[src/logic/l2_pkg.sv]
`default_nettype none

package l2_pkg;

    // ~~~~~~~~~~~~~~~~~~~~~~~~~~~~~~
    // widths.
    // ~~~~~~~~~~~~~~~~~~~~~~~~~~~~~~
    localparam int ADDR_BITS   = 16;
    localparam int L2_SET_BITS = 4;
    localparam int L2_SETS     = 1 << L2_SET_BITS;
    localparam int L2_TAG_BITS = ADDR_BITS - L2_SET_BITS;
    localparam int LINE_BITS   = 32;
    localparam int HPROT_BITS  = 2;

    typedef logic [ADDR_BITS-1:0]   addr_t;
    typedef logic [L2_TAG_BITS-1:0] l2_tag_t;
    typedef logic [LINE_BITS-1:0]   line_t;
    typedef logic [HPROT_BITS-1:0]  hprot_t;

    // VALID is kept for a later fill path.
    typedef enum logic [1:0] {
        INVALID = 2'd0,
        VALID   = 2'd1,
        DIRTY   = 2'd2
    } state_t;

    typedef enum logic [1:0] {
        OP_READ  = 2'd0,
        OP_WRITE = 2'd1,
        OP_INVAL = 2'd2
    } l2_op_t;

    // ~~~~~~~~~~~~~~~~~~~~~~~~~~~~~~
    // request and response.
    // ~~~~~~~~~~~~~~~~~~~~~~~~~~~~~~
    typedef struct packed {
        l2_op_t  op;
        addr_t   addr;
        line_t   wr_line;
        hprot_t  wr_hprot;
    } l2_req_t;

    typedef struct packed {
        logic    hit;
        line_t   rd_line;
        hprot_t  rd_hprot;
        state_t  state;
        logic    evicted;
        l2_tag_t evict_tag;
        logic    evict_dirty;
    } l2_rsp_t;

    // set index is the low address bits, tag the rest.
    function automatic logic [L2_SET_BITS-1:0] set_of(addr_t addr);
        return addr[L2_SET_BITS-1:0];
    endfunction

    function automatic l2_tag_t tag_of(addr_t addr);
        return addr[ADDR_BITS-1:L2_SET_BITS];
    endfunction

endpackage

`default_nettype wire

[src/logic/l2_set_array.sv]
`default_nettype none

module l2_set_array
    import l2_pkg::*;
#(
    parameter  int WAYS     = 4,
    localparam int WAY_BITS = $clog2(WAYS)
) (
    input  logic                   clk,
    input  logic                   rst,
    input  logic [L2_SET_BITS-1:0] set_idx,
    input  logic                   rd_set,
    input  logic                   wr_set,
    input  line_t                  wr_line [WAYS],
    input  l2_tag_t                wr_tag [WAYS],
    input  hprot_t                 wr_hprot [WAYS],
    input  state_t                 wr_state [WAYS],
    input  logic [WAY_BITS-1:0]    wr_evict_way,
    output line_t                  rd_data_line [WAYS],
    output l2_tag_t                rd_data_tag [WAYS],
    output hprot_t                 rd_data_hprot [WAYS],
    output state_t                 rd_data_state [WAYS],
    output logic [WAY_BITS-1:0]    rd_data_evict_way
);

    line_t               line_mem  [L2_SETS][WAYS];
    l2_tag_t             tag_mem   [L2_SETS][WAYS];
    hprot_t              hprot_mem [L2_SETS][WAYS];
    state_t              state_mem [L2_SETS][WAYS];
    logic [WAY_BITS-1:0] evict_mem [L2_SETS];

    // ~~~~~~~~~~~~~~~~~~~~~~~~~~~~~~
    // whole-set write.
    // ~~~~~~~~~~~~~~~~~~~~~~~~~~~~~~
    always_ff @(posedge clk) begin
        if (wr_set) begin
            for (int w = 0; w < WAYS; w++) begin
                line_mem[set_idx][w]  <= wr_line[w];
                tag_mem[set_idx][w]   <= wr_tag[w];
                hprot_mem[set_idx][w] <= wr_hprot[w];
            end
        end
    end

    // every line starts invalid, every pointer at way 0.
    always_ff @(posedge clk or negedge rst) begin
        if (!rst) begin
            for (int s = 0; s < L2_SETS; s++) begin
                evict_mem[s] <= '0;
                for (int w = 0; w < WAYS; w++) begin
                    state_mem[s][w] <= INVALID;
                end
            end
        end else if (wr_set) begin
            evict_mem[set_idx] <= wr_evict_way;
            for (int w = 0; w < WAYS; w++) begin
                state_mem[set_idx][w] <= wr_state[w];
            end
        end
    end

    // ~~~~~~~~~~~~~~~~~~~~~~~~~~~~~~
    // registered whole-set read.
    // ~~~~~~~~~~~~~~~~~~~~~~~~~~~~~~
    always_ff @(posedge clk) begin
        if (rd_set) begin
            for (int w = 0; w < WAYS; w++) begin
                rd_data_line[w]  <= line_mem[set_idx][w];
                rd_data_tag[w]   <= tag_mem[set_idx][w];
                rd_data_hprot[w] <= hprot_mem[set_idx][w];
                rd_data_state[w] <= state_mem[set_idx][w];
            end
            rd_data_evict_way <= evict_mem[set_idx];
        end
    end

endmodule

`default_nettype wire

[src/logic/l2_bufs.sv]
`default_nettype none

module l2_bufs
    import l2_pkg::*;
#(
    parameter  int WAYS     = 4,
    localparam int WAY_BITS = $clog2(WAYS)
) (
    input  logic                clk,
    input  logic                rst,
    input  logic                rd_mem_en,
    input  logic                incr_evict_way_buf,
    input  logic [WAY_BITS-1:0] way,
    input  logic                wr_en_lines_buf,
    input  logic                wr_en_tags_buf,
    input  logic                wr_en_states_buf,
    input  logic                wr_en_hprots_buf,
    input  line_t               lines_buf_wr_data,
    input  l2_tag_t             tags_buf_wr_data,
    input  state_t              states_buf_wr_data,
    input  hprot_t              hprots_buf_wr_data,
    input  line_t               rd_data_line [WAYS],
    input  l2_tag_t             rd_data_tag [WAYS],
    input  hprot_t              rd_data_hprot [WAYS],
    input  state_t              rd_data_state [WAYS],
    input  logic [WAY_BITS-1:0] rd_data_evict_way,
    output logic [WAY_BITS-1:0] evict_way_buf,
    output line_t               lines_buf [WAYS],
    output l2_tag_t             tags_buf [WAYS],
    output hprot_t              hprots_buf [WAYS],
    output state_t              states_buf [WAYS]
);

    // eviction pointer, wraps at WAYS.
    always_ff @(posedge clk or negedge rst) begin
        if (!rst) begin
            evict_way_buf <= '0;
        end else if (rd_mem_en) begin
            evict_way_buf <= rd_data_evict_way;
        end else if (incr_evict_way_buf) begin
            evict_way_buf <= evict_way_buf + 1'b1;
        end
    end

    // ~~~~~~~~~~~~~~~~~~~~~~~~~~~~~~
    // per-way fields.
    // ~~~~~~~~~~~~~~~~~~~~~~~~~~~~~~
    always_ff @(posedge clk or negedge rst) begin
        if (!rst) begin
            for (int i = 0; i < WAYS; i++) begin
                lines_buf[i]  <= '0;
                tags_buf[i]   <= '0;
                hprots_buf[i] <= '0;
                states_buf[i] <= INVALID;
            end
        end else if (rd_mem_en) begin
            // a set load wins over field writes.
            for (int i = 0; i < WAYS; i++) begin
                lines_buf[i]  <= rd_data_line[i];
                tags_buf[i]   <= rd_data_tag[i];
                hprots_buf[i] <= rd_data_hprot[i];
                states_buf[i] <= rd_data_state[i];
            end
        end else begin
            for (int i = 0; i < WAYS; i++) begin
                if (way == WAY_BITS'(i)) begin
                    if (wr_en_lines_buf) begin
                        lines_buf[i] <= lines_buf_wr_data;
                    end
                    if (wr_en_tags_buf) begin
                        tags_buf[i] <= tags_buf_wr_data;
                    end
                    if (wr_en_hprots_buf) begin
                        hprots_buf[i] <= hprots_buf_wr_data;
                    end
                    if (wr_en_states_buf) begin
                        states_buf[i] <= states_buf_wr_data;
                    end
                end
            end
        end
    end

endmodule

`default_nettype wire

[src/logic/l2_way_select.sv]
`default_nettype none

module l2_way_select
    import l2_pkg::*;
#(
    parameter  int WAYS     = 4,
    localparam int WAY_BITS = $clog2(WAYS)
) (
    input  l2_tag_t             req_tag,
    input  l2_tag_t             tags_buf [WAYS],
    input  state_t              states_buf [WAYS],
    input  logic [WAY_BITS-1:0] evict_way_buf,
    output logic                hit,
    output logic [WAY_BITS-1:0] hit_way,
    output logic [WAY_BITS-1:0] victim_way
);

    // ~~~~~~~~~~~~~~~~~~~~~~~~~~~~~~
    // tag match.
    // ~~~~~~~~~~~~~~~~~~~~~~~~~~~~~~
    // scanned from the top so the lowest match is kept.
    always_comb begin
        hit     = 1'b0;
        hit_way = '0;
        for (int i = WAYS - 1; i >= 0; i--) begin
            if (states_buf[i] != INVALID && tags_buf[i] == req_tag) begin
                hit     = 1'b1;
                hit_way = WAY_BITS'(i);
            end
        end
    end

    // ~~~~~~~~~~~~~~~~~~~~~~~~~~~~~~
    // victim pick.
    // ~~~~~~~~~~~~~~~~~~~~~~~~~~~~~~
    // a free way first, round robin only on a full set.
    always_comb begin
        victim_way = evict_way_buf;
        for (int i = WAYS - 1; i >= 0; i--) begin
            if (states_buf[i] == INVALID) begin
                victim_way = WAY_BITS'(i);
            end
        end
    end

endmodule

`default_nettype wire

[src/logic/l2_ctrl.sv]
`default_nettype none

module l2_ctrl
    import l2_pkg::*;
#(
    parameter  int WAYS     = 4,
    localparam int WAY_BITS = $clog2(WAYS)
) (
    input  logic                   clk,
    input  logic                   rst,
    input  logic                   req,
    input  l2_req_t                req_data,
    output logic                   ack,
    output l2_rsp_t                rsp,
    output logic [L2_SET_BITS-1:0] set_idx,
    output logic                   rd_set,
    output logic                   wr_set,
    output logic                   rd_mem_en,
    output logic [WAY_BITS-1:0]    way,
    output logic                   wr_en_lines_buf,
    output logic                   wr_en_tags_buf,
    output logic                   wr_en_states_buf,
    output logic                   wr_en_hprots_buf,
    output line_t                  lines_buf_wr_data,
    output l2_tag_t                tags_buf_wr_data,
    output state_t                 states_buf_wr_data,
    output hprot_t                 hprots_buf_wr_data,
    output logic                   incr_evict_way_buf,
    input  logic                   hit,
    input  logic [WAY_BITS-1:0]    hit_way,
    input  logic [WAY_BITS-1:0]    victim_way,
    input  line_t                  lines_buf [WAYS],
    input  hprot_t                 hprots_buf [WAYS],
    input  state_t                 states_buf [WAYS],
    input  l2_tag_t                tags_buf [WAYS]
);

    typedef enum logic [2:0] {
        IDLE, READ, LOAD, DECIDE, UPDATE, WRBACK, RESP
    } fsm_t;

    fsm_t    fsm;
    l2_req_t req_q;
    logic    hit_q;
    state_t  way_state;
    l2_rsp_t rsp_next;

    // ~~~~~~~~~~~~~~~~~~~~~~~~~~~~~~
    // request FSM.
    // ~~~~~~~~~~~~~~~~~~~~~~~~~~~~~~
    always_ff @(posedge clk or negedge rst) begin
        if (!rst) begin
            fsm   <= IDLE;
            ack   <= 1'b0;
            hit_q <= 1'b0;
            way   <= '0;
        end else begin
            case (fsm)
                IDLE: begin
                    if (req) begin
                        fsm <= READ;
                    end
                end
                READ:   fsm <= LOAD;
                LOAD:   fsm <= DECIDE;
                DECIDE: begin
                    hit_q <= hit;
                    way   <= hit ? hit_way : victim_way;
                    fsm   <= UPDATE;
                end
                UPDATE: fsm <= WRBACK;
                WRBACK: fsm <= RESP;
                RESP: begin
                    // ack holds until the requester lets go.
                    if (!ack) begin
                        ack <= 1'b1;
                    end else if (!req) begin
                        ack <= 1'b0;
                        fsm <= IDLE;
                    end
                end
                default: fsm <= IDLE;
            endcase
        end
    end

    always_ff @(posedge clk) begin
        if (fsm == IDLE && req) begin
            req_q <= req_data;
        end
        if (fsm == UPDATE) begin
            rsp <= rsp_next;
        end
    end

    assign set_idx   = set_of(req_q.addr);
    assign rd_set    = (fsm == READ);
    assign rd_mem_en = (fsm == LOAD);
    assign wr_set    = (fsm == WRBACK);

    assign lines_buf_wr_data  = req_q.wr_line;
    assign tags_buf_wr_data   = tag_of(req_q.addr);
    assign hprots_buf_wr_data = req_q.wr_hprot;
    assign states_buf_wr_data = (req_q.op == OP_INVAL) ? INVALID : DIRTY;

    assign way_state = states_buf[way];

    // ~~~~~~~~~~~~~~~~~~~~~~~~~~~~~~
    // update and response.
    // ~~~~~~~~~~~~~~~~~~~~~~~~~~~~~~
    // writes return no line, only the new state.
    always_comb begin
        wr_en_lines_buf    = 1'b0;
        wr_en_tags_buf     = 1'b0;
        wr_en_states_buf   = 1'b0;
        wr_en_hprots_buf   = 1'b0;
        incr_evict_way_buf = 1'b0;
        rsp_next           = '0;
        if (fsm == UPDATE) begin
            case (req_q.op)
                OP_READ: begin
                    if (hit_q) begin
                        rsp_next.hit      = 1'b1;
                        rsp_next.rd_line  = lines_buf[way];
                        rsp_next.rd_hprot = hprots_buf[way];
                        rsp_next.state    = way_state;
                    end
                end
                OP_WRITE: begin
                    wr_en_lines_buf  = 1'b1;
                    wr_en_hprots_buf = 1'b1;
                    wr_en_states_buf = 1'b1;
                    rsp_next.hit     = hit_q;
                    rsp_next.state   = DIRTY;
                    if (!hit_q) begin
                        wr_en_tags_buf = 1'b1;
                        // a live victim means the set was full.
                        if (way_state != INVALID) begin
                            incr_evict_way_buf   = 1'b1;
                            rsp_next.evicted     = 1'b1;
                            rsp_next.evict_tag   = tags_buf[way];
                            rsp_next.evict_dirty = (way_state == DIRTY);
                        end
                    end
                end
                OP_INVAL: begin
                    if (hit_q) begin
                        wr_en_states_buf     = 1'b1;
                        rsp_next.hit         = 1'b1;
                        rsp_next.rd_line     = lines_buf[way];
                        rsp_next.rd_hprot    = hprots_buf[way];
                        rsp_next.state       = INVALID;
                        rsp_next.evict_dirty = (way_state == DIRTY);
                    end
                end
                default: ;
            endcase
        end
    end

endmodule

`default_nettype wire

[src/logic/l2_set_core.sv]
`default_nettype none

module l2_set_core
    import l2_pkg::*;
#(
    parameter  int WAYS     = 4,
    localparam int WAY_BITS = $clog2(WAYS)
) (
    input  logic    clk,
    input  logic    rst,
    input  logic    req,
    input  l2_req_t req_data,
    output logic    ack,
    output l2_rsp_t rsp
);

    // ~~~~~~~~~~~~~~~~~~~~~~~~~~~~~~
    // array and buffer nets.
    // ~~~~~~~~~~~~~~~~~~~~~~~~~~~~~~
    logic [L2_SET_BITS-1:0] set_idx;
    logic                   rd_set;
    logic                   wr_set;
    logic                   rd_mem_en;
    logic                   incr_evict_way_buf;
    logic [WAY_BITS-1:0]    way;
    logic                   wr_en_lines_buf;
    logic                   wr_en_tags_buf;
    logic                   wr_en_states_buf;
    logic                   wr_en_hprots_buf;
    line_t                  lines_buf_wr_data;
    l2_tag_t                tags_buf_wr_data;
    state_t                 states_buf_wr_data;
    hprot_t                 hprots_buf_wr_data;

    line_t                  rd_data_line [WAYS];
    l2_tag_t                rd_data_tag [WAYS];
    hprot_t                 rd_data_hprot [WAYS];
    state_t                 rd_data_state [WAYS];
    logic [WAY_BITS-1:0]    rd_data_evict_way;

    logic [WAY_BITS-1:0]    evict_way_buf;
    line_t                  lines_buf [WAYS];
    l2_tag_t                tags_buf [WAYS];
    hprot_t                 hprots_buf [WAYS];
    state_t                 states_buf [WAYS];

    logic                   hit;
    logic [WAY_BITS-1:0]    hit_way;
    logic [WAY_BITS-1:0]    victim_way;

    l2_ctrl #(.WAYS(WAYS)) u_l2_ctrl (
        .clk, .rst, .req, .req_data, .ack, .rsp,
        .set_idx, .rd_set, .wr_set, .rd_mem_en, .way,
        .wr_en_lines_buf, .wr_en_tags_buf, .wr_en_states_buf, .wr_en_hprots_buf,
        .lines_buf_wr_data, .tags_buf_wr_data, .states_buf_wr_data, .hprots_buf_wr_data,
        .incr_evict_way_buf, .hit, .hit_way, .victim_way,
        .lines_buf, .hprots_buf, .states_buf, .tags_buf
    );

    // write-back takes the buffer outputs as they stand.
    l2_set_array #(.WAYS(WAYS)) u_l2_set_array (
        .clk, .rst, .set_idx, .rd_set, .wr_set,
        .wr_line(lines_buf), .wr_tag(tags_buf), .wr_hprot(hprots_buf),
        .wr_state(states_buf), .wr_evict_way(evict_way_buf),
        .rd_data_line, .rd_data_tag, .rd_data_hprot, .rd_data_state, .rd_data_evict_way
    );

    l2_bufs #(.WAYS(WAYS)) u_l2_bufs (
        .clk, .rst, .rd_mem_en, .incr_evict_way_buf, .way,
        .wr_en_lines_buf, .wr_en_tags_buf, .wr_en_states_buf, .wr_en_hprots_buf,
        .lines_buf_wr_data, .tags_buf_wr_data, .states_buf_wr_data, .hprots_buf_wr_data,
        .rd_data_line, .rd_data_tag, .rd_data_hprot, .rd_data_state, .rd_data_evict_way,
        .evict_way_buf, .lines_buf, .tags_buf, .hprots_buf, .states_buf
    );

    // the request tag is the tag write data.
    l2_way_select #(.WAYS(WAYS)) u_l2_way_select (
        .req_tag(tags_buf_wr_data), .tags_buf, .states_buf, .evict_way_buf,
        .hit, .hit_way, .victim_way
    );

endmodule

`default_nettype wire

[config.mk]
export PLATFORM = sky130hd
export DESIGN_NAME = l2_set_core
export DESIGN_NICKNAME = d
export VERILOG_FILES = /design/src/logic/l2_pkg.sv /design/src/logic/l2_set_array.sv /design/src/logic/l2_bufs.sv /design/src/logic/l2_way_select.sv /design/src/logic/l2_ctrl.sv /design/src/logic/l2_set_core.sv
export SDC_FILE = /design/constraint.sdc
export NUM_CORES = 2
export LEC_CHECK = 0
export BUFFER_PORTS_ARGS = -buffer_cell sky130_fd_sc_hd__buf_2
export CORE_UTILIZATION = 45
export DETAILED_ROUTE_END_ITERATION = 7
export PLACE_DENSITY_LB_ADDON = 0.12
export SLEW_MARGIN = 20
export SYNTH_ARGS = -nofsm -noshare
export SYNTH_HDL_FRONTEND = slang
export SYNTH_SLANG_ARGS = --single-unit
[constraint.sdc]
create_clock -name clk -period 19.4 [get_ports clk]
set_input_delay 1.94 -clock clk [delete_from_list [all_inputs] [get_ports clk]]
set_output_delay 1.94 -clock clk [all_outputs]
set_load 0.1 [all_outputs]
; ---- Word-level counts from Yosys, hierarchy flattened
; Memory sizes are Yosys's and may differ from the RTL's. A register that Yosys moved wholly into a read port is not among the register bits.
; Index checks and enable logic that the tools add are counted.
[op_classes]
addsub = 1
magnitude_cmp = 3
n_eq_ne = 19
muxes = 102
bitwise_logic = 4
n_reduce_logical = 41
[ops]
columns = op, count
row1 = bitwise mux 128 bit, 4
row2 = 2-to-1 mux 32 bit, 7
row3 = demux 8 bit (select 4 bit), 4
row4 = 2-to-1 mux 128 bit, 1
row5 = 2-to-1 mux 12 bit, 7
row6 = 2-to-1 mux 37 bit, 2
row7 = one-hot mux 34 bit (2 select lines), 1
row8 = binary-select mux 32 bit (select 2 bit), 1
row9 = 2-to-1 mux 2 bit, 30
row10 = equality test 12 bit, 4
row11 = 2-to-1 mux 48 bit, 1
row12 = 2-to-1 mux 8 bit, 5
row13 = binary-select mux 8 bit (select 4 bit), 1
row14 = bitwise mux 32 bit, 1
row15 = nonzero test 2 bit, 13
row16 = binary-select mux 12 bit (select 2 bit), 1
row17 = AND reduction 2 bit, 12
row18 = 2-to-1 mux 1 bit, 21
row19 = one-hot mux 3 bit (7 select lines), 1
row20 = 2-to-1 mux 14 bit, 1
row21 = logical NOT 2 bit, 6
row22 = "equality test 3 bit, second input constant", 3
row23 = 2-to-1 mux 3 bit, 3
row24 = binary-select mux 2 bit (select 2 bit), 2
row25 = 25 further kinds, 38
[totals]
register_bits = 474
mem_bits_rw = 2944
input_bits = 55
out_inout_bits = 52
word_cells = 290
n_memories = 3
[memory_table]
columns = name, depth, word_bits, read_ports, rd_clocked_by_memory_dff, wr, line
row1 = u_l2_set_array.line_mem, 16, 128, 1, 1, 1, l2_set_array.sv:26  ; line_t line_mem [L2_SETS][WAYS];
row2 = u_l2_set_array.tag_mem, 16, 48, 1, 1, 1, l2_set_array.sv:27  ; l2_tag_t tag_mem [L2_SETS][WAYS];
row3 = u_l2_set_array.hprot_mem, 16, 8, 1, 1, 1, l2_set_array.sv:28  ; hprot_t hprot_mem [L2_SETS][WAYS];

; ---- Depth between registers and ports, before layout
[logic_depth]
depth_word = 11
depth_mapped = 9

; ---- By module
; From an unflattened synthesis, not the netlist that was laid out.
[unflattened]
cells_unflattened = 6438
hier_area_um2 = 138228.8
[modules_own_cells]
columns = mod, instances, cells_each, area_per_inst_um2, seq_area_each_um2
row1 = l2_set_array, 1, 5139, 122706.4, 98234.2
row2 = l2_bufs, 1, 892, 9395.3, 4854.7
row3 = l2_ctrl, 1, 324, 5487.8, 3268.1
row4 = l2_way_select, 1, 83, 639.4, 0.0

; ---- Worst setup path after synthesis
; Ideal clock, no wire load.
[synth_timing]
kind = reg-to-reg
from = register u_l2_ctrl.fsm[2]
to = register u_l2_set_array.rd_data_evict_way[0], enable pin
t_arrival_ns = 14.666
t_required_ns = 18.375
slack_ns = 3.708
path_stages_with_launch = 3
n_path_buf = 1
cell_sequence = dfrtp_1 -> clkbuf_1 -> nor3b_1
[synth_via]
elab_chain_cells = 1
[synth_rtl]
columns = item, line
row1 = "start, declared", l2_ctrl.sv:42  ; fsm_t fsm;
row2 = "start signal, assigned", l2_ctrl.sv:53  ; fsm <= IDLE;
row3 = "start signal, assigned", l2_ctrl.sv:61  ; fsm <= READ;
row4 = "start signal, assigned", l2_ctrl.sv:64  ; READ: fsm <= LOAD;
row5 = equality test 3 x 1 -> 1 bit, l2_ctrl.sv:97  ; assign rd_set = (fsm == READ);
row6 = "end signal, assigned", l2_set_array.sv:73  ; rd_data_evict_way <= evict_mem[set_idx];
row7 = "end, declared", l2_set_array.sv:23  ; output logic [WAY_BITS-1:0] rd_data_evict_way
; No other way between the ends.
; A chain may end at the register's enable or synchronous reset.

; ---- Worst setup path after layout
[layout_timing]
from = register u_l2_ctrl.req_q, in the netlist u_l2_ctrl.set_idx[3]
to = memory u_l2_set_array.line_mem[10][115] in the netlist's numbering, enable pin
[layout_lines]
columns = item, line
row1 = "start, declared", l2_ctrl.sv:43  ; l2_req_t req_q;
row2 = "start signal, assigned", l2_ctrl.sv:89  ; req_q <= req_data;
row3 = "end, declared", l2_set_array.sv:26
; Straight into the memory's write port.

==> impl_metrics.yaml <==
floorplan:
  initial_core_util_pct: 45.3
  die_w_um: 554
  std_cell_rows: 202
  io_pins: 107
  die_y_um: 554
  die-area_um2: 307000
  core_area_um2: 303000
sta:
  rsz0062_at_grt: "false"
  max_slew_margin_pct: 21.7
  min_period_ps: 5270
  timing.fmax_mhz: 190
  final_max_slew_viol_count: 0
  setup_tns_ps: 0
  timing.final.crit_share_pct: 27.2
  tightest_slew_ps: 1180
  finalHoldViolCount: 0
  worst_slack_ps: 14130
  fin_worst_skew_ps: 50.3
  setup_viol_count_final: 0
drt:
  dr.first_iter.drc_count: 6598
  wire_per_inst_um: 33.0
  finalWirelength_mm: 349
  vias_per_cell: 5.99
  first_pass_iters: 5
  remaining_drc_errors: 0
  vias: 63407
  ant_nets: 0
cells_and_area:
  layout_commonest_cell: "edfxtp_1"
  mostFrequentLayoutCells: "edfxtp_1, mux4_2, clkbuf_16"
  final_core_util_pct: 51.2
  drive_gt1_share_pct: 29.0
  syn2layout_area_growth_pct: 13.1
  design_area_um2: 155000
  nNetsFinal: 6318
yosys:
  yosys_warnings: 0
  synth.net_count: 6053
  synth-seq-cells: 3602
  synth_area_per_cell_um2: 22.9
  synth_area_leaders: "edfxtp_1, mux4_2, dfrtp_1, mux2_1, a21oi_1"
  synth_top_area_share_pct: 71.0
  syn_inst: 5994
  netlist_area_um2: 137000
  ys_types: 47
  synth-seq-area-share_pct: 77.6
  yosysTopAreaCell: "edfxtp_1"
power_and_ir_drop:
  internal_power_mw: 15.3
  pwr-share-comb_pct: 14.3
  p_sw_share_pct: 28.2
  ir_drop_v: 0.0000986
  p_per_area_nw_per_um2: 138
  seqPwrFrac_pct: 51.9
  switchingPower_mw: 6.02
  leakage_nw: 50.5
  power_frac_clock_pct: 33.8
clock_network:
  cts.reportedPaths.clkPinSlew_ps: 60
  htreeDepth: 5
  cts.repair.resized: 0
  cts.sinks: 3602
  cts_buffers: 375
  cts_buffer_depth: 4
  cts_tree: "yes"
  cts_setup_buffers: 0
  cts_hold_buffers: 0
  clock-root-buffer: "clkbuf_16"
  clk_latency_ps: 930
placement:
  gp_congestion: 0.728
  port-buffer-count: 106
  dp_slack_ps: 14040
  placed_cell_area_um2: 143000
  dp_hpwl_mm: 163
worst_setup_path:
  worstPathRequired_ps: 19940
  cp_max_fo: 37
  cp-start-kind: "register"
  path_class: "register to register"
  worstPathCellList: "buf_4 -> buf_4 -> nand2b_1 -> nor2_4 -> buf_4 -> buf_4 -> buf_4"
  cp_data_arrival_time_ps: 5810
  crit_path_max_incr_delay_ps: 810
  slowest_stage: "buf_4"
  cp_common_cell: "buf_4"
  worstSetupEndpointType: "register"
worst_hold_path:
  hp-class: "register to register"
outcome:
  status: "finished, final reports clean"
global_route:
  first_global_vias: 65840
  antenna_found_initial: 13
  grt_pass1_wl_mm: 497
  grtUsageTotal_pct: 22.9
  overflow: 0
  grt_max_degree: 129
run:
  cap_viol_max_count: 0
[per-layer routing]
metal / share of wire [%] / global-route usage, % / wire length (µm)
met1: 43 / 32.4 / 149000
met4: 2.5 / 5.73 / 8810
met3: 6.0 / 3.58 / 20800
met2: 49 / 37.4 / 171000
met5: 0.0060 / 0 / 21
[power groups by stage]
stage / clock (mW) / combinational [mW] / sequential [mW]
detailed placement: 0 / 3.10 / 11.3
global placement: 0 / 3.08 / 11.2
floorplan: 0 / 1.93 / 10.9
finish: 7.23 / 3.05 / 11.1
CTS: 7.37 / 3.11 / 11.1
global route: 7.66 / 3.25 / 11.2
[metrics by stage]
stage	hold slack, ps	total power [mW]	instances
6_report	471	21.4	10579
3_3_place_gp	456	14.3	9860
3_5_place_dp	453	14.4	9860
4_1_cts	474	21.6	10565
2_1_floorplan	426	12.9	5994
5_1_grt	485	22.1	10573
[synth_stat cells (all sizes together)]
cell       n
nor2      51
and3      14
o21ai    168
edfxtp  3241
nand2b     3
ha         4
o21bai     1
or2        3
a21o       1
or3        1
a22o       4
nand2    192
a31o       2
mux4    1018
nand3b     3
mux2     152
nor3       7
a21oi    230
nor4       7
nand3      5
a22oi      1
buf      168
nor4b      1
xnor2     30
nor2b     39
a211oi     1
dfrtp    361
nor3b      3
o32ai      1
and2      48
o22a       1
o31ai      1
nand4      8
o22ai      3
clkbuf   183
xor2      20
inv       14
a31oi      3
nor4bb     1
[cells by family after synthesis]
logic type | after synthesis | share of synthesized area [%]
AND/OR/NAND/NOR | 386 | 1.33
adder cells (fa/ha/maj) | 4 | 0.0365
XOR/XNOR | 50 | 0.319
flip-flops | 3602 | 77.6
multiplexers | 1170 | 18.0
AO/OA/AOI/OAI | 417 | 1.56
buffers and inverters | 365 | 1.24
[final cells by class]
| type | count | area, µm² |
|---|---|---|
| Multi-Input combinational cell | 2027 | 29200 |
| Tap cell | 3978 | 4980 |
| Clock inverter | 187 | 2040 |
| Clock buffer | 518 | 10500 |
| Timing Repair Buffer | 239 | 1820 |
| Sequential cell | 3602 | 106000 |
| Inverter | 14 | 113 |
| Antenna cell | 14 | 35.0 |
| Fill cell | 23533 | 148000 |
[worst max-delay path: cells and delay by family (launching register included)]
| family | cells | cell delay [ps] |
|---|---|---|
| buffers and inverters | 5 | 3610 |
| DFF | 1 | 370 |
| and+or+nand+nor | 2 | 780 |
[registers in the layout, summed over array words and instances, names as in the netlist, 3 cells and up]
name	flops
u_l2_set_array.line_mem	2048
u_l2_set_array.tag_mem	768
u_l2_bufs.lines_buf	128
u_l2_set_array.hprot_mem	128
u_l2_set_array.rd_data_line	128
u_l2_set_array.state_mem	128
u_l2_ctrl.rsp	51
u_l2_bufs.tags_buf	48
u_l2_set_array.rd_data_tag	48
u_l2_ctrl.lines_buf_wr_data	32
u_l2_set_array.evict_mem	32
u_l2_ctrl.tags_buf_wr_data	12
u_l2_bufs.hprots_buf	8
u_l2_bufs.states_buf	8
u_l2_set_array.rd_data_hprot	8
u_l2_set_array.rd_data_state	8
u_l2_ctrl.set_idx	4
u_l2_ctrl.fsm	3
[worst paths after layout]
path	startpoint	endpoint	slack, ps	cells after the start
max in group asynchronous	rst	u_l2_set_array.state_mem[14]	15930	3
max reg2reg	u_l2_ctrl.set_idx[3]	u_l2_set_array.line_mem[10][115]	14130	7
min in group asynchronous	rst	u_l2_bufs.tags_buf[7]	1030	1
min reg2reg	u_l2_set_array.rd_data_evict_way[1]	u_l2_bufs.evict_way_buf[1]	470	2
max	u_l2_ctrl.set_idx[3]	u_l2_set_array.line_mem[10][115]	14130	7
min	u_l2_set_array.rd_data_evict_way[1]	u_l2_bufs.evict_way_buf[1]	470	2
No activity file was read; power rests on OpenSTA's default activity.
